**src/rtl/script_pkg.sv**
```systemverilog
/* shared types for the script engine: opcodes, instruction word, feedback and packets
   RTL and testbench refer to everything here by scoped name */
package script_pkg;

    // byte distance between two script words
    localparam logic [7:0] PC_STEP = 8'd2;
    // default start credit of each output queue
    localparam int DEFAULT_CREDITS = 4;

    // code 7 is not assigned and runs as nop
    typedef enum logic [2:0] {
        OP_NOP     = 3'd0,
        OP_TARGET  = 3'd1,
        OP_OPERATE = 3'd2,
        OP_JUMP    = 3'd3,
        OP_WAIT    = 3'd4,
        OP_GAME    = 3'd5,
        OP_HALT    = 3'd6
    } opcode_e;

    // operate meaning of the function field
    typedef enum logic [1:0] {
        FN_GET      = 2'd0,
        FN_PUT      = 2'd1,
        FN_INTERACT = 2'd2,
        FN_THROW    = 2'd3
    } func_e;

    // jump and wait meanings share the same two codes
    localparam func_e FN_ALWAYS = FN_GET;
    localparam func_e FN_COND   = FN_PUT;
    localparam func_e FN_TICKS  = FN_GET;
    localparam func_e FN_UNTIL  = FN_PUT;

    // game opcode copies the function field straight into this
    typedef enum logic [1:0] {
        GS_IDLE  = 2'd0,
        GS_RUN   = 2'd1,
        GS_PAUSE = 2'd2,
        GS_END   = 2'd3
    } game_state_e;

    // script word, num in the high byte and opcode in the low bits
    typedef struct packed {
        logic [7:0] num;
        logic [2:0] cond;
        func_e      func;
        opcode_e    op;
    } instr_t;

    // traveler status, bit 0 is in_front
    typedef struct packed {
        logic machine_has_item;
        logic machine_processing;
        logic hand_full;
        logic in_front;
    } feedback_t;

    typedef struct packed {
        logic [4:0] machine;
        logic [2:0] seq;
    } target_pkt_t;

    typedef struct packed {
        func_e      op;
        logic [5:0] seq;
    } operate_pkt_t;

    // cond[1:0] picks the feedback bit, cond[2] inverts it
    function automatic logic cond_holds(input logic [2:0] cond, input feedback_t fb);
        logic [3:0] bits;
        bits = fb;
        return bits[cond[1:0]] ^ cond[2];
    endfunction

endpackage

```
**src/rtl/credit_queue.sv**
```systemverilog
/* small FIFO whose output is gated by a sender side credit counter
   each valid beat spends one credit, i_credit gives one back per cycle high */
`timescale 1ns/10ps

module credit_queue #(
    parameter type payload_t = logic [7:0],
    parameter int  DEPTH     = 4,
    parameter int  CREDITS   = 4
) (
    input  logic     clk,
    input  logic     res,
    input  logic     i_push,
    input  payload_t i_data,
    output logic     o_full,
    input  logic     i_credit,
    output logic     o_valid,
    output payload_t o_data
);
    // pointer width kept at least one bit for depth 1
    localparam int PW = (DEPTH > 1) ? $clog2(DEPTH) : 1;
    localparam int NW = $clog2(DEPTH + 1);
    localparam int CW = $clog2(CREDITS + 1);

    payload_t        mem [DEPTH];
    logic [PW-1:0]   wr_ptr;
    logic [PW-1:0]   rd_ptr;
    logic [NW-1:0]   count;
    logic [CW-1:0]   credit_cnt;

    assign o_full  = (count == NW'(DEPTH));
    // consumer takes every valid beat, so valid is also the pop
    assign o_valid = (count != '0) && (credit_cnt != '0);
    assign o_data  = mem[rd_ptr];

    always_ff @(posedge clk or posedge res) begin
        if (res) begin
            wr_ptr     <= '0;
            rd_ptr     <= '0;
            count      <= '0;
            credit_cnt <= CW'(CREDITS);
        end else begin
            if (i_push) begin
                wr_ptr <= (wr_ptr == PW'(DEPTH - 1)) ? '0 : wr_ptr + 1'b1;
            end
            if (o_valid) begin
                rd_ptr <= (rd_ptr == PW'(DEPTH - 1)) ? '0 : rd_ptr + 1'b1;
            end
            case ({i_push, o_valid})
                2'b10:   count <= count + 1'b1;
                2'b01:   count <= count - 1'b1;
                default: count <= count;
            endcase
            // returned credits never exceed the ones spent
            case ({i_credit, o_valid})
                2'b10:   credit_cnt <= credit_cnt + 1'b1;
                2'b01:   credit_cnt <= credit_cnt - 1'b1;
                default: credit_cnt <= credit_cnt;
            endcase
        end
    end

    always_ff @(posedge clk) begin
        if (i_push) begin
            mem[wr_ptr] <= i_data;
        end
    end

endmodule

```
**src/rtl/action_issuer.sv**
```systemverilog
/* executes target, operate and game instructions for the sequencer
   packets go to the credit queues, stalling while the chosen queue is full */
`timescale 1ns/10ps

module action_issuer (
    input  logic                     clk,
    input  logic                     res,
    input  logic                     i_start,
    input  script_pkg::instr_t       i_instr,
    input  logic                     i_tgt_full,
    input  logic                     i_op_full,
    output logic                     o_tgt_push,
    output script_pkg::target_pkt_t  o_tgt_pkt,
    output logic                     o_op_push,
    output script_pkg::operate_pkt_t o_op_pkt,
    output script_pkg::game_state_e  o_game_state,
    output logic                     o_done
);
    typedef enum logic [1:0] {
        A_IDLE,
        A_TGT,
        A_OP,
        A_GAME
    } act_state_e;

    act_state_e state;
    logic [2:0] tgt_seq;
    logic [5:0] op_seq;

    // packet contents follow the held instruction word
    always_comb begin
        o_tgt_pkt.machine = i_instr.num[4:0];
        o_tgt_pkt.seq     = tgt_seq;
        o_op_pkt.op       = i_instr.func;
        o_op_pkt.seq      = op_seq;
    end

    // push as soon as the queue has room
    assign o_tgt_push = (state == A_TGT) && !i_tgt_full;
    assign o_op_push  = (state == A_OP) && !i_op_full;
    assign o_done     = o_tgt_push || o_op_push || (state == A_GAME);

    always_ff @(posedge clk or posedge res) begin
        if (res) begin
            state        <= A_IDLE;
            tgt_seq      <= 3'd0;
            op_seq       <= 6'd0;
            o_game_state <= script_pkg::GS_IDLE;
        end else begin
            if (o_tgt_push) begin
                tgt_seq <= tgt_seq + 3'd1;
            end
            if (o_op_push) begin
                op_seq <= op_seq + 6'd1;
            end
            if (i_start) begin
                case (i_instr.op)
                    script_pkg::OP_TARGET:  state <= A_TGT;
                    script_pkg::OP_OPERATE: state <= A_OP;
                    default: begin
                        // game word, func is the new state
                        state        <= A_GAME;
                        o_game_state <= script_pkg::game_state_e'(i_instr.func);
                    end
                endcase
            end else if (o_done) begin
                state <= A_IDLE;
            end
        end
    end

endmodule

```
**src/rtl/flow_unit.sv**
```systemverilog
/* jump and wait execution, tests the traveler feedback and counts ms ticks
   returns done plus taken, taken only means something for jumps */
`timescale 1ns/10ps

module flow_unit (
    input  logic                  clk,
    input  logic                  res,
    input  logic                  i_start,
    input  script_pkg::instr_t    i_instr,
    input  script_pkg::feedback_t i_feedback,
    input  logic                  i_ms_tick,
    output logic                  o_done,
    output logic                  o_taken
);
    typedef enum logic [1:0] {
        F_IDLE,
        F_JUMP,
        F_TICKS,
        F_UNTIL
    } flow_state_e;

    flow_state_e state;
    logic [7:0]  tick_cnt;
    logic        tick_q;
    logic        tick_rise;
    logic        cond_ok;
    logic        ticks_done;

    assign cond_ok   = script_pkg::cond_holds(i_instr.cond, i_feedback);
    assign tick_rise = i_ms_tick && !tick_q;

    // zero count ends right away, otherwise on the last rising tick
    assign ticks_done = (tick_cnt == 8'd0) || (tick_rise && tick_cnt == 8'd1);

    always_comb begin
        o_done  = 1'b0;
        o_taken = 1'b0;
        case (state)
            F_JUMP: begin
                o_done  = 1'b1;
                o_taken = (i_instr.func == script_pkg::FN_ALWAYS) || cond_ok;
            end
            F_TICKS: o_done = ticks_done;
            F_UNTIL: o_done = cond_ok;
            default: ;
        endcase
    end

    always_ff @(posedge clk or posedge res) begin
        if (res) begin
            state    <= F_IDLE;
            tick_cnt <= 8'd0;
            tick_q   <= 1'b0;
        end else begin
            tick_q <= i_ms_tick;
            if (i_start) begin
                tick_cnt <= i_instr.num;
                if (i_instr.op == script_pkg::OP_JUMP) begin
                    state <= F_JUMP;
                end else if (i_instr.func == script_pkg::FN_UNTIL) begin
                    state <= F_UNTIL;
                end else begin
                    state <= F_TICKS;
                end
            end else begin
                if (state == F_TICKS && tick_rise && tick_cnt != 8'd0) begin
                    tick_cnt <= tick_cnt - 8'd1;
                end
                if (o_done) begin
                    state <= F_IDLE;
                end
            end
        end
    end

endmodule

```
**src/rtl/script_sequencer.sv**
```systemverilog
/* program counter and instruction dispatch, one script word in flight at a time
   starts the unit picked by the opcode and moves the pc when that unit is done */
`timescale 1ns/10ps

module script_sequencer (
    input  logic               clk,
    input  logic               res,
    input  script_pkg::instr_t i_script,
    input  logic               i_step_mode,
    input  logic               i_step,
    input  logic               i_act_done,
    input  logic               i_flow_done,
    input  logic               i_flow_taken,
    output logic [7:0]         o_pc,
    output script_pkg::instr_t o_instr,
    output logic               o_act_start,
    output logic               o_flow_start,
    output logic               o_halted
);
    // fetch waits one cycle for memory, issue pulses start, wait collects done
    typedef enum logic [1:0] {
        S_FETCH,
        S_ISSUE,
        S_WAIT,
        S_HALT
    } state_e;

    state_e             state;
    script_pkg::instr_t instr_q;
    logic               step_pend;
    logic               fetch_go;
    logic               to_act;
    logic               to_flow;
    logic               is_halt;
    logic               own_done;
    logic               retire;
    logic [7:0]         next_pc;

    // opcode decode of the latched word
    always_comb begin
        to_act  = 1'b0;
        to_flow = 1'b0;
        is_halt = 1'b0;
        case (instr_q.op)
            script_pkg::OP_TARGET,
            script_pkg::OP_OPERATE,
            script_pkg::OP_GAME: to_act = 1'b1;
            script_pkg::OP_JUMP,
            script_pkg::OP_WAIT: to_flow = 1'b1;
            script_pkg::OP_HALT: is_halt = 1'b1;
            // nop and the spare code fall through
            default: ;
        endcase
    end

    assign o_act_start  = (state == S_ISSUE) && to_act;
    assign o_flow_start = (state == S_ISSUE) && to_flow;
    assign o_instr      = instr_q;
    assign o_halted     = (state == S_HALT);

    // nop retires itself one cycle after issue
    assign own_done = !to_act && !to_flow;
    assign retire   = (state == S_WAIT) && (i_act_done || i_flow_done || own_done);

    // only a taken jump loads num, everything else steps forward
    assign next_pc = (i_flow_done && i_flow_taken) ? instr_q.num
                                                   : o_pc + script_pkg::PC_STEP;

    // in step mode a fetch needs a pulse, either now or remembered
    assign fetch_go = (state == S_FETCH) && (!i_step_mode || step_pend || i_step);

    always_ff @(posedge clk or posedge res) begin
        if (res) begin
            state     <= S_FETCH;
            o_pc      <= 8'd0;
            step_pend <= 1'b0;
        end else begin
            // pulses that land mid instruction are kept for the next fetch
            if (!i_step_mode || fetch_go) begin
                step_pend <= 1'b0;
            end else if (i_step) begin
                step_pend <= 1'b1;
            end
            case (state)
                S_FETCH: begin
                    if (fetch_go) begin
                        state <= S_ISSUE;
                    end
                end
                S_ISSUE: begin
                    state <= is_halt ? S_HALT : S_WAIT;
                end
                S_WAIT: begin
                    if (retire) begin
                        o_pc  <= next_pc;
                        state <= S_FETCH;
                    end
                end
                // halt holds pc until reset
                default: state <= S_HALT;
            endcase
        end
    end

    // word is valid by the end of the fetch cycle
    always_ff @(posedge clk) begin
        if (fetch_go) begin
            instr_q <= i_script;
        end
    end

endmodule

```
**src/rtl/script_engine_top.sv**
```systemverilog
/* script engine top, wires the sequencer, both execution units and the two packet queues
   script memory sits outside and is addressed through o_pc */
`timescale 1ns/10ps

module script_engine_top #(
    parameter int DEPTH   = 4,
    parameter int CREDITS = script_pkg::DEFAULT_CREDITS
) (
    input  logic                     clk,
    input  logic                     res,
    input  script_pkg::instr_t       i_script,
    input  script_pkg::feedback_t    i_feedback,
    input  logic                     i_ms_tick,
    input  logic                     i_step_mode,
    input  logic                     i_step,
    input  logic                     i_tgt_credit,
    input  logic                     i_op_credit,
    output logic [7:0]               o_pc,
    output logic                     o_tgt_valid,
    output script_pkg::target_pkt_t  o_tgt_pkt,
    output logic                     o_op_valid,
    output script_pkg::operate_pkt_t o_op_pkt,
    output script_pkg::game_state_e  o_game_state,
    output logic                     o_halted
);
    // sequencer to units
    script_pkg::instr_t instr;
    logic act_start;
    logic act_done;
    logic flow_start;
    logic flow_done;
    logic flow_taken;

    // issuer to queues
    logic tgt_push;
    logic tgt_full;
    logic op_push;
    logic op_full;
    script_pkg::target_pkt_t  tgt_pkt;
    script_pkg::operate_pkt_t op_pkt;

    script_sequencer u_seq (
        .clk          (clk),
        .res          (res),
        .i_script     (i_script),
        .i_step_mode  (i_step_mode),
        .i_step       (i_step),
        .i_act_done   (act_done),
        .i_flow_done  (flow_done),
        .i_flow_taken (flow_taken),
        .o_pc         (o_pc),
        .o_instr      (instr),
        .o_act_start  (act_start),
        .o_flow_start (flow_start),
        .o_halted     (o_halted)
    );

    action_issuer u_act (
        .clk          (clk),
        .res          (res),
        .i_start      (act_start),
        .i_instr      (instr),
        .i_tgt_full   (tgt_full),
        .i_op_full    (op_full),
        .o_tgt_push   (tgt_push),
        .o_tgt_pkt    (tgt_pkt),
        .o_op_push    (op_push),
        .o_op_pkt     (op_pkt),
        .o_game_state (o_game_state),
        .o_done       (act_done)
    );

    flow_unit u_flow (
        .clk        (clk),
        .res        (res),
        .i_start    (flow_start),
        .i_instr    (instr),
        .i_feedback (i_feedback),
        .i_ms_tick  (i_ms_tick),
        .o_done     (flow_done),
        .o_taken    (flow_taken)
    );

    // target machine stream
    credit_queue #(
        .payload_t (script_pkg::target_pkt_t),
        .DEPTH     (DEPTH),
        .CREDITS   (CREDITS)
    ) u_tgt_q (
        .clk      (clk),
        .res      (res),
        .i_push   (tgt_push),
        .i_data   (tgt_pkt),
        .o_full   (tgt_full),
        .i_credit (i_tgt_credit),
        .o_valid  (o_tgt_valid),
        .o_data   (o_tgt_pkt)
    );

    // operate machine stream
    credit_queue #(
        .payload_t (script_pkg::operate_pkt_t),
        .DEPTH     (DEPTH),
        .CREDITS   (CREDITS)
    ) u_op_q (
        .clk      (clk),
        .res      (res),
        .i_push   (op_push),
        .i_data   (op_pkt),
        .o_full   (op_full),
        .i_credit (i_op_credit),
        .o_valid  (o_op_valid),
        .o_data   (o_op_pkt)
    );

endmodule

```
**config.mk**
```make
export PLATFORM = sky130hd
export DESIGN_NAME = script_engine_top
export DESIGN_NICKNAME = d
export VERILOG_FILES = /design/src/rtl/script_pkg.sv /design/src/rtl/credit_queue.sv /design/src/rtl/action_issuer.sv /design/src/rtl/flow_unit.sv /design/src/rtl/script_sequencer.sv /design/src/rtl/script_engine_top.sv
export SDC_FILE = /design/constraint.sdc
export NUM_CORES = 1
export LEC_CHECK = 0
export ABC_CLOCK_PERIOD_IN_PS = 4700
export BUFFER_PORTS_ARGS = -buffer_cell sky130_fd_sc_hd__buf_2
export CAP_MARGIN = 20
export CORE_MARGIN = 3
export CORE_UTILIZATION = 50
export CTS_CLUSTER_DIAMETER = 100
export DETAILED_ROUTE_END_ITERATION = 10
export MAX_ROUTING_LAYER = met4
export PLACE_DENSITY = 0.79
export SLEW_MARGIN = 20
export SYNTH_ARGS = -nofsm -noshare
export SYNTH_HDL_FRONTEND = slang
export SYNTH_SLANG_ARGS = --single-unit
```
**constraint.sdc**
```tcl
create_clock -name clk -period 4.7 [get_ports clk]
set_input_delay 0 -clock clk [delete_from_list [all_inputs] [get_ports clk]]
set_output_delay 0 -clock clk [all_outputs]
set_load 0.03 [all_outputs]
```
## After elaboration in Yosys (flattened, before gate mapping)

Memories as Yosys holds them, arrays and structs flattened.
Cells that the tools add are included.

| word-level totals | value |
|---|---|
| register bits | 71 |
| output and inout bits | 29 |
| input port bits | 27 |
| memories kept | 2 |
| memory bits (writable) | 64 |

Memories:

| name | words | width | rd ports | clocked after Yosys merged registers in | write ports | line | source |
|---|---|---|---|---|---|---|---|
| u_op_q.mem | 4 | 8 | 1 | 0 | 1 | credit_queue.sv:24 | `payload_t mem [DEPTH];` |
| u_tgt_q.mem | 4 | 8 | 1 | 0 | 1 | credit_queue.sv:24 |  |

| cells by class | value |
|---|---|
| mux-type cells | 35 |
| equal/unequal tests | 33 |
| order comparisons | 1 |
| add/subtract/negate cells | 16 |
| reductions and logical operators | 51 |
| bitwise operators | 2 |

Operators by type and width:

| kind | number |
|---|---|
| $eq A2 B2 Y1 const B | 14 |
| $mux W8 | 3 |
| $pmux W3 S2 | 4 |
| $mux W2 | 11 |
| $eq A2 B1 Y1 const B | 8 |
| $reduce_bool A2 Y1 | 8 |
| $add A3 B1 Y3 const B | 5 |
| $eq A3 B3 Y1 const B | 5 |
| $logic_and A1 B1 Y1 | 14 |
| $mux W1 | 13 |
| $reduce_bool A3 Y1 | 4 |
| $sub A3 B1 Y3 const B | 4 |
| $logic_or A1 B1 Y1 | 9 |
| $add A2 B1 Y2 const B | 4 |
| $add A8 B2 Y8 const B | 1 |
| $eq A8 B1 Y1 const B | 1 |
| $logic_not A8 Y1 | 1 |
| $reduce_bool A8 Y1 | 1 |
| $sub A8 B1 Y8 const B | 1 |
| $add A6 B1 Y6 const B | 1 |
| $eq A3 B2 Y1 const B | 2 |
| $logic_not A1 Y1 | 6 |
| $pmux W2 S3 | 1 |
| $reduce_and A2 Y1 | 3 |
| 11 further kinds | 14 |

## Longest topological paths before layout

Gate-level depths: netlist of the first run.

| depth | value |
|---|---|
| depth after elaboration | 10 |
| gate-level depth with buffers | 10 |
| depth with buffers taken out | 10 |

## By module

From an unflattened synthesis of the first run, not the netlist that was laid out.

| unflattened totals | value |
|---|---|
| cell total of the unflattened synthesis | 421 |
| area, all modules | 6105.9 um2 |

By module, submodules not included:

| module | sequential area each (um2) | cells each | instances | area each (um2) |
|---|---|---|---|---|
| credit_queue | 1212.4 | 97 | 2 | 1761.7 |
| script_sequencer | 755.7 | 94 | 1 | 1187.4 |
| flow_unit | 275.3 | 79 | 1 | 749.5 |
| action_issuer | 325.3 | 54 | 1 | 645.6 |

## Least setup slack after synthesis of the first run

OpenSTA, ideal clock, no wires.

| timing | value |
|---|---|
| path type | register -> register |
| start | reg u_tgt_q.credit_cnt[2] |
| end | reg u_tgt_q.credit_cnt[2] |
| arrival time | 2.465 ns |
| buffers on the path | 0 |
| data required time | 4.625 ns |
| stages on the path, launching flop included | 9 |
| path slack | 2.161 ns |
| clock period less this slack | 2.539 ns |
| cell sequence | dfstp_2 nor3_1 a31oi_1 ha_1 inv_1 fa_1 xor2_1 nor2_1 xor2_1 |

| on the way | value |
|---|---|
| word-level cells in the longest chain between the ends | 4 |
| elaborated cells on any way between the ends | 8 |

Ends and longest elaborated chain:

| element | line | source |
|---|---|---|
| from (decl) | credit_queue.sv:28 | `logic [CW-1:0] credit_cnt;` |
| from (signal assigned) | credit_queue.sv:40 | `credit_cnt <= CW'(CREDITS);` |
| from (signal assigned) | credit_queue.sv:55 | `2'b10: credit_cnt <= credit_cnt + 1'b1;` |
| from (signal assigned) | credit_queue.sv:56 | `2'b01: credit_cnt <= credit_cnt - 1'b1;` |
| $reduce_bool A3 Y1 * | credit_queue.sv:32 | `assign o_valid = (count != '0) && (credit_cnt != '0);` |
| $logic_and A1 B1 Y1 * | credit_queue.sv:32 |  |
| via o_tgt_valid | script_engine_top.sv:19 | `output logic o_tgt_valid,` |
| $eq A2 B1 Y1 / $eq A2 B2 Y1 (equally long branches) | credit_queue.sv:54 | `case ({i_credit, o_valid})` |
| $pmux W3 S2 / $reduce_bool A2 Y1 (equally long branches) | -- |  |

The timed path passes the listed nets; every way through them passes the cells marked *.
A chain may end at the register's enable or synchronous reset.

## Worst setup path in the final report of the first run

| timing | value |
|---|---|
| start | reg u_op_q.count[0] |
| end | reg u_op_q.count[2] |

| on the way | value |
|---|---|
| word-level cells in the longest chain between the ends | 5 |
| elaborated cells on any way between the ends | 11 |

Ends and longest elaborated chain:

| element | line | source |
|---|---|---|
| from (decl) | credit_queue.sv:27 | `logic [NW-1:0] count;` |
| from (signal assigned) | credit_queue.sv:49 | `2'b10: count <= count + 1'b1;` |
| from (signal assigned) | credit_queue.sv:50 | `2'b01: count <= count - 1'b1;` |
| from (signal assigned) | credit_queue.sv:51 | `default: count <= count;` |
| $eq A3 B3 Y1 | credit_queue.sv:30 | `assign o_full = (count == NW'(DEPTH));` |
| $logic_not A1 Y1 | action_issuer.sv:40 | `assign o_op_push = (state == A_OP) && !i_op_full;` |
| $logic_and A1 B1 Y1 | action_issuer.sv:40 |  |
| $eq A2 B1 Y1 / $eq A2 B2 Y1 (equally long branches) | credit_queue.sv:48 | `case ({i_push, o_valid})` |
| $pmux W3 S2 / $reduce_bool A2 Y1 (equally long branches) | -- |  |

Several ways; a longest one is shown, not always the timed one.

==> metrics.csv, run 1 <==
metric,value,unit
H-tree depth,4,
pin count of the biggest net entering global routing,56,
Startpoint Class,flop,
Worst Hold Endpoint,u_op_q.credit_cnt[0]$_DFFE_PP0P_,
DR DRC count,0,
vias in the first global route,3742,
Post-Syn Nets,459,
Post-Layout Cell Count,652,
# diodes,0,
internal reg-to-reg setup slack,2.20,ns
gr usage total,19.0,%
complex-gate fraction of the synthesized area,6.53,%
worst skew pair latency,0.41,ns
worst hold stages,4,
total negative setup slack,0,ns
Crit. End Element,flop,
Reg-to-Reg End,u_op_q.count[2]$_DFFE_PP0P_,
Core Rows,39,
final hold violations,0,
most frequent cells in the layout,"80 x edfxtp_1, 55 x buf_2, 53 x dfrtp_1",
hold crit path type,in -> reg,
share of synthesized registers carrying an async set or reset,40.7,%
"commonest non-fill, non-tap cell in the layout",edfxtp_1,
Initial DRC Count,149,
Ports,56,
Min-Delay Startpoint,i_op_credit,
status,finished clean,
"flops & latches, synth",135,
leakage,2.69,nW
RSZ-0062 raised after global routing,no,
Pwr Density,373,nW/um2
Reg2Reg Depth,9,
Starting Density,51.8,%
synth unique cells,53,
fin nets,547,
RR Startpoint,u_op_q.count[0]$_DFFE_PP0P_,
Final HPWL DP,7270,um
ranking of synthesized cells by area,"edfxtp_1 40%, dfrtp_1 22%, mux4_2 6.0%",
Synth Area in XOR/XNOR,4.26,%
placed instance count,600,
area occupied by multi-input gates,2020,um2
CP Buf/Inv Count,2,
Area Growth Syn to Fin,19.2,%
Critical Path Max Stage Delay,0.48,ns
CTS max path bufs,2,
post-synthesis cell area,5960,um2
Die W,115,um
CP Data Arrival Time,2.84,ns
crit path max-delay cell type,o31ai_1,
Max-slew headroom,53.3,%
WHS,0.0463,ns
post-route ant nets,0,
Max-Cap Viols,0,
Max Fclk,400,MHz
initial antenna violation count,0,
Post-Route WL,11000,um
# fillers,845,
die area,13300,um2
"Slew Viols, Final",0,
Wirelength per Cell,16.9,um
Core Region,11500,um2
drt via density,5.33,
Synth area leader,edfxtp_1,
Synth warnings,0,
fin util,61.7,%
Final setup viols,0,
Die Y,115,um
largest family of logic cells by synthesized area,multiplexers,
clk root buf,clkbuf_16,
prevailing post-synth register cell,edfxtp_1,
TritonRoute pass-1 iters,4,
worst-path cell chain,"o31ai_1, nor2_1, inv_1, ha_1, inv_1, fa_1, xor2_1, nor2_1, xnor2_1",
"Req. time, crit path",5.03,ns
Sequential Area,3780,um2
Worst Tran Pin Value,0.697,ns
share of Yosys cell area claimed by the top area cell type,40.3,%
PortBufs,55,
Clock transition at path regs,0.06,ns
Pwr Total,0.00265,W
clock sink count,135,
worst-path fanout max,13,
fin crit share,53.2,%
cts bufs inserted,17,
post-synthesis sequential area ratio,63.4,%
CTS tree,done,
kind of cell adding the most delay to the critical path,adder cells,
Worst IR Drop VDD,0.172,mV
gr ovfl total,0,
post-synthesis area per instance,14.6,um2
mux cell area share after synthesis,9.17,%
post-synthesis adder-cell area fraction,5.54,%
first-pass GRT wire length,18600,um
Setup Skew,0.00713,ns
Syn Inst Count,408,
routed vias,3474,
minimum clock period,2.50,ns
share of cells above drive strength 1,23.6,%
crit path kind,reg -> reg,
"EDFF count, synth",80,
Simple-Gate Fraction of Synth Area,8.25,%
post_cts resized,0,
routability cong.,0.811,
layer usage:
| metal | share of wire, % | global-route usage, % |
|---|---|---|
| met1 | 43 | 23.7 |
| met2 | 52 | 30.0 |
| met3 | 3.3 | 4.37 |
| met4 | 1.7 | 7.90 |
| met5 | 0 | - |
Yosys cell counts (all sizes together), types with 7 or more instances:
cell / instances
xor2: 14
mux2: 8
edfxtp: 80
and2: 8
mux2i: 7
nor2: 34
xnor2: 15
o21ai: 13
dfrtp: 53
ha: 20
a31oi: 8
inv: 32
nand2: 21
mux4: 17
a21oi: 13
power breakdown:
group	internal [W]	switching (W)
Clock	0.000663	0.000468
Combinational	0.0000844	0.0000894
Sequential	0.00130	0.0000462
per-stage QoR:
stage	setup slack [ns]	area (um2)
floorplan	2.16	5960
global placement	2.31	6390
detailed placement	2.09	6390
CTS	2.07	7100
global route	1.92	7100
finish	2.20	7100
registers in the layout (all words and copies together), names as in the netlist, 3 cells and up:
signal / flops
u_op_q.mem: 32
u_seq.o_instr: 16
u_tgt_q.mem: 32
u_tgt_q.credit_cnt: 3
u_flow.tick_cnt: 8
u_seq.o_pc: 8
u_tgt_q.count: 3
u_op_q.credit_cnt: 3
u_act.op_seq: 6
u_act.tgt_seq: 3
u_op_q.count: 3
worst max path at each step:
stage / from / endpoint / slack, ns / cells after the start
detailed placement: u_tgt_q.count[0]$_DFFE_PP0P_ / u_tgt_q.count[2]$_DFFE_PP0P_ / 2.09 / 9
global placement: u_tgt_q.count[0]$_DFFE_PP0P_ / u_tgt_q.count[2]$_DFFE_PP0P_ / 2.31 / 9
floorplan: u_tgt_q.credit_cnt[2]$_DFFE_PP1P_ / u_tgt_q.credit_cnt[2]$_DFFE_PP1P_ / 2.16 / 8
CTS: u_tgt_q.count[0]$_DFFE_PP0P_ / u_tgt_q.count[2]$_DFFE_PP0P_ / 2.07 / 9
global route: u_op_q.count[0]$_DFFE_PP0P_ / u_op_q.count[2]$_DFFE_PP0P_ / 1.92 / 9
finish: u_op_q.count[0]$_DFFE_PP0P_ / u_op_q.count[2]$_DFFE_PP0P_ / 2.20 / 9
tightest hold or removal path: cells and delay by family:
kind	cells	cell delay [ns]
fa+ha+maj	1	0.20
buf+inv	2	0.14
xor+xnor	1	0.08
timing repair:
item | 4_1_cts | 5_1_grt
endpoints found under the hold margin | 71 | 0
buffers inserted | 0 | 0
hold buffers | 20 | 0
cell type report:
type | instances | area share, %
Sequential cell | 135 | 53.2
Multi-Input combinational cell | 232 | 28.5
Timing Repair Buffer | 78 | 7.01
Clock buffer | 21 | 6.20
Tap cell | 143 | 2.52
Inverter | 32 | 1.69
Clock inverter | 11 | 0.881
cells by family (layout without fill, tap and decap cells):
group | count (synthesis) | count (layout)
adders and majority gates | 24 | 24
buffers and inverters | 41 | 142
xor gates and xnor gates | 29 | 29
DFF | 135 | 135
AOI/OAI and AO/OA | 53 | 53
muxes | 32 | 32
and+or+nand+nor | 94 | 94
No activity file was read; power rests on OpenSTA's default activity.
==> run 2, diff against run 1 <==
ABC_CLOCK_PERIOD_IN_PS = 2400   (was 4700)
clock period = 2.4 ns   (was 4.7 ns; I/O delays follow)
==> run 2 against run 1 <==
Sequential cell count unchanged. Sequential share of layout area shrank 1.4 points. Setup slack lost 2.0 ns. Total power up 120%. Highest routed layer unchanged. Global-route usage is 0.33 points lower. Cell area increased by 2.8%. Via count rose by 1.2%.
==> metrics.csv, run 2 (synthesis gave the netlist of run 1 again) <==
metric,value,unit
status,finished clean,
Core Rows,39,
PortBufs,55,
clk root buf,clkbuf_16,
final setup margin,0.159,ns
clock sink count,135,
Post-Route WL,10800,um
fin crit share,93.4,%
DR DRC count,0,
CTS max path bufs,2,
worst-path fanout max,4,
post-route ant nets,0,
Max Fclk,446,MHz
Reg-to-Reg End,u_op_q.count[2]$_DFFE_PP0P_,
leakage,2.79,nW
die area,13300,um2
minimum clock period,2.24,ns
Min-Delay Startpoint,i_tgt_credit,
hold crit path type,in -> reg,
instance area after placement,6440,um2
most frequent cells in the layout,"80 x edfxtp_1, 55 x buf_2, 53 x dfrtp_1",
final hold violations,0,
Pwr Density,790,nW/um2
Initial DRC Count,191,
Worst IR Drop VDD,0.463,mV
# diodes,0,
drt via density,5.34,
gr ovfl total,0,
total negative setup slack,0,ns
TritonRoute pass-1 iters,5,
post-route cell area,7300,um2
RR Startpoint,u_op_q.count[0]$_DFFE_PP0P_,
pin count of the biggest net entering global routing,56,
Area Growth Syn to Fin,22.5,%
Setup Skew,0.00802,ns
worst skew pair latency,0.42,ns
Worst Hold Endpoint,u_tgt_q.credit_cnt[0]$_DFFE_PP0P_,
crit path kind,reg -> reg,
post_cts resized,0,
Worst Tran Pin Value,0.700,ns
Final HPWL DP,7030,um
"Req. time, crit path",2.74,ns
Die Y,115,um
cts bufs inserted,17,
worst hold stages,4,
routability cong.,0.837,
Reg2Reg Depth,9,
initial antenna violation count,0,
Clock transition at path regs,0.06,ns
gr usage total,18.6,%
Startpoint Class,flop,
Wirelength per Cell,16.4,um
Starting Density,51.8,%
CP Data Arrival Time,2.58,ns
CTS tree,done,
Max-slew headroom,53.3,%
"commonest non-fill, non-tap cell in the layout",edfxtp_1,
Place WS,0.123,ns
H-tree depth,4,
vias in the first global route,3640,
Core Region,11500,um2
Die W,115,um
RSZ-0062 raised after global routing,no,
first-pass GRT wire length,18000,um
Crit. End Element,flop,
Max-Cap Viols,0,
"Slew Viols, Final",0,
fin util,63.4,%
fin nets,553,
internal reg-to-reg setup slack,0.16,ns
Ports,56,
share of cells above drive strength 1,25.2,%
WHS,0.0665,ns
routed vias,3515,
Final setup viols,0,
[run 2: cell types whose count changed in the layout (fill, tap and decap cells not counted)]
cell	before	now
clkinv_4	0	3
a31oi_1	8	6
a31oi_2	0	2
clkinv_2	5	2
a311oi_2	1	0
clkinvlp_4	4	2
clkbuf_1	4	3
a311oi_1	0	1
bufinv_16	0	5
buf_12	0	1
buf_4	3	8
clkinv_1	2	0
[run 2: what timing repair did]
item                                    4_1_cts  5_1_grt
hold endpoints to repair                     71        0
endpoints found under the setup margin        0        3
hold buffers                                 20        0
setup buffers                                 0        2
[run 2: stage by stage]
stage	cells	total power, W
global route	658	0.00598
finish	658	0.00577
floorplan	408	0.00289
CTS	656	0.00581
detailed placement	604	0.00299
global placement	604	0.00296
[run 2: layout make-up]
cell class                 count  area (um2)
clock buffer                  20         437
multi-input combinational    232        2030
sequential                   135        3780
tap                          143         179
timing repair buffer          84         556
fill                         800        4210
clock inverter                12         201
inverter                      32         120
[run 2: power by group]
group / total [W] / internal, W / switching, W / leakage [nW]
sequential: 0.00264 / 0.00255 / 0.0000944 / 1.34
clock: 0.00279 / 0.00184 / 0.000948 / 0.304
combinational: 0.000340 / 0.000165 / 0.000174 / 1.15
[run 2: routing by layer]
layer  global-route usage [%]  wire [um]
met5                        -          0
met3                     5.37        450
met4                     7.04        137
met2                     29.4       5470
met1                     22.9       4710
[run 2: critical path, cell delays in order, from the launching register on]
cell and delay, ns:
dfrtp_1 0.40, o31ai_1 0.49, nor2_1 0.12, inv_1 0.10, ha_1 0.18, inv_1 0.07
fa_1 0.42, xor2_1 0.15, nor2_1 0.11, xnor2_1 0.13
[run 2: worst max path at each step]
| stage | start | endpoint | slack [ns] |
|---|---|---|---|
| global route | u_op_q.count[0]$_DFFE_PP0P_ | u_op_q.count[2]$_DFFE_PP0P_ | 0.03 |
| CTS | u_op_q.count[0]$_DFFE_PP0P_ | u_seq.o_pc[7]$_DFFE_PP0P_ | 0.11 |
| floorplan | u_tgt_q.credit_cnt[2]$_DFFE_PP1P_ | u_tgt_q.credit_cnt[2]$_DFFE_PP1P_ | 0.13 |
| global placement | u_op_q.count[0]$_DFFE_PP0P_ | u_seq.o_pc[7]$_DFFE_PP0P_ | 0.21 |
| detailed placement | u_op_q.count[0]$_DFFE_PP0P_ | u_seq.o_pc[7]$_DFFE_PP0P_ | 0.12 |
| finish | u_op_q.count[0]$_DFFE_PP0P_ | u_op_q.count[2]$_DFFE_PP0P_ | 0.16 |
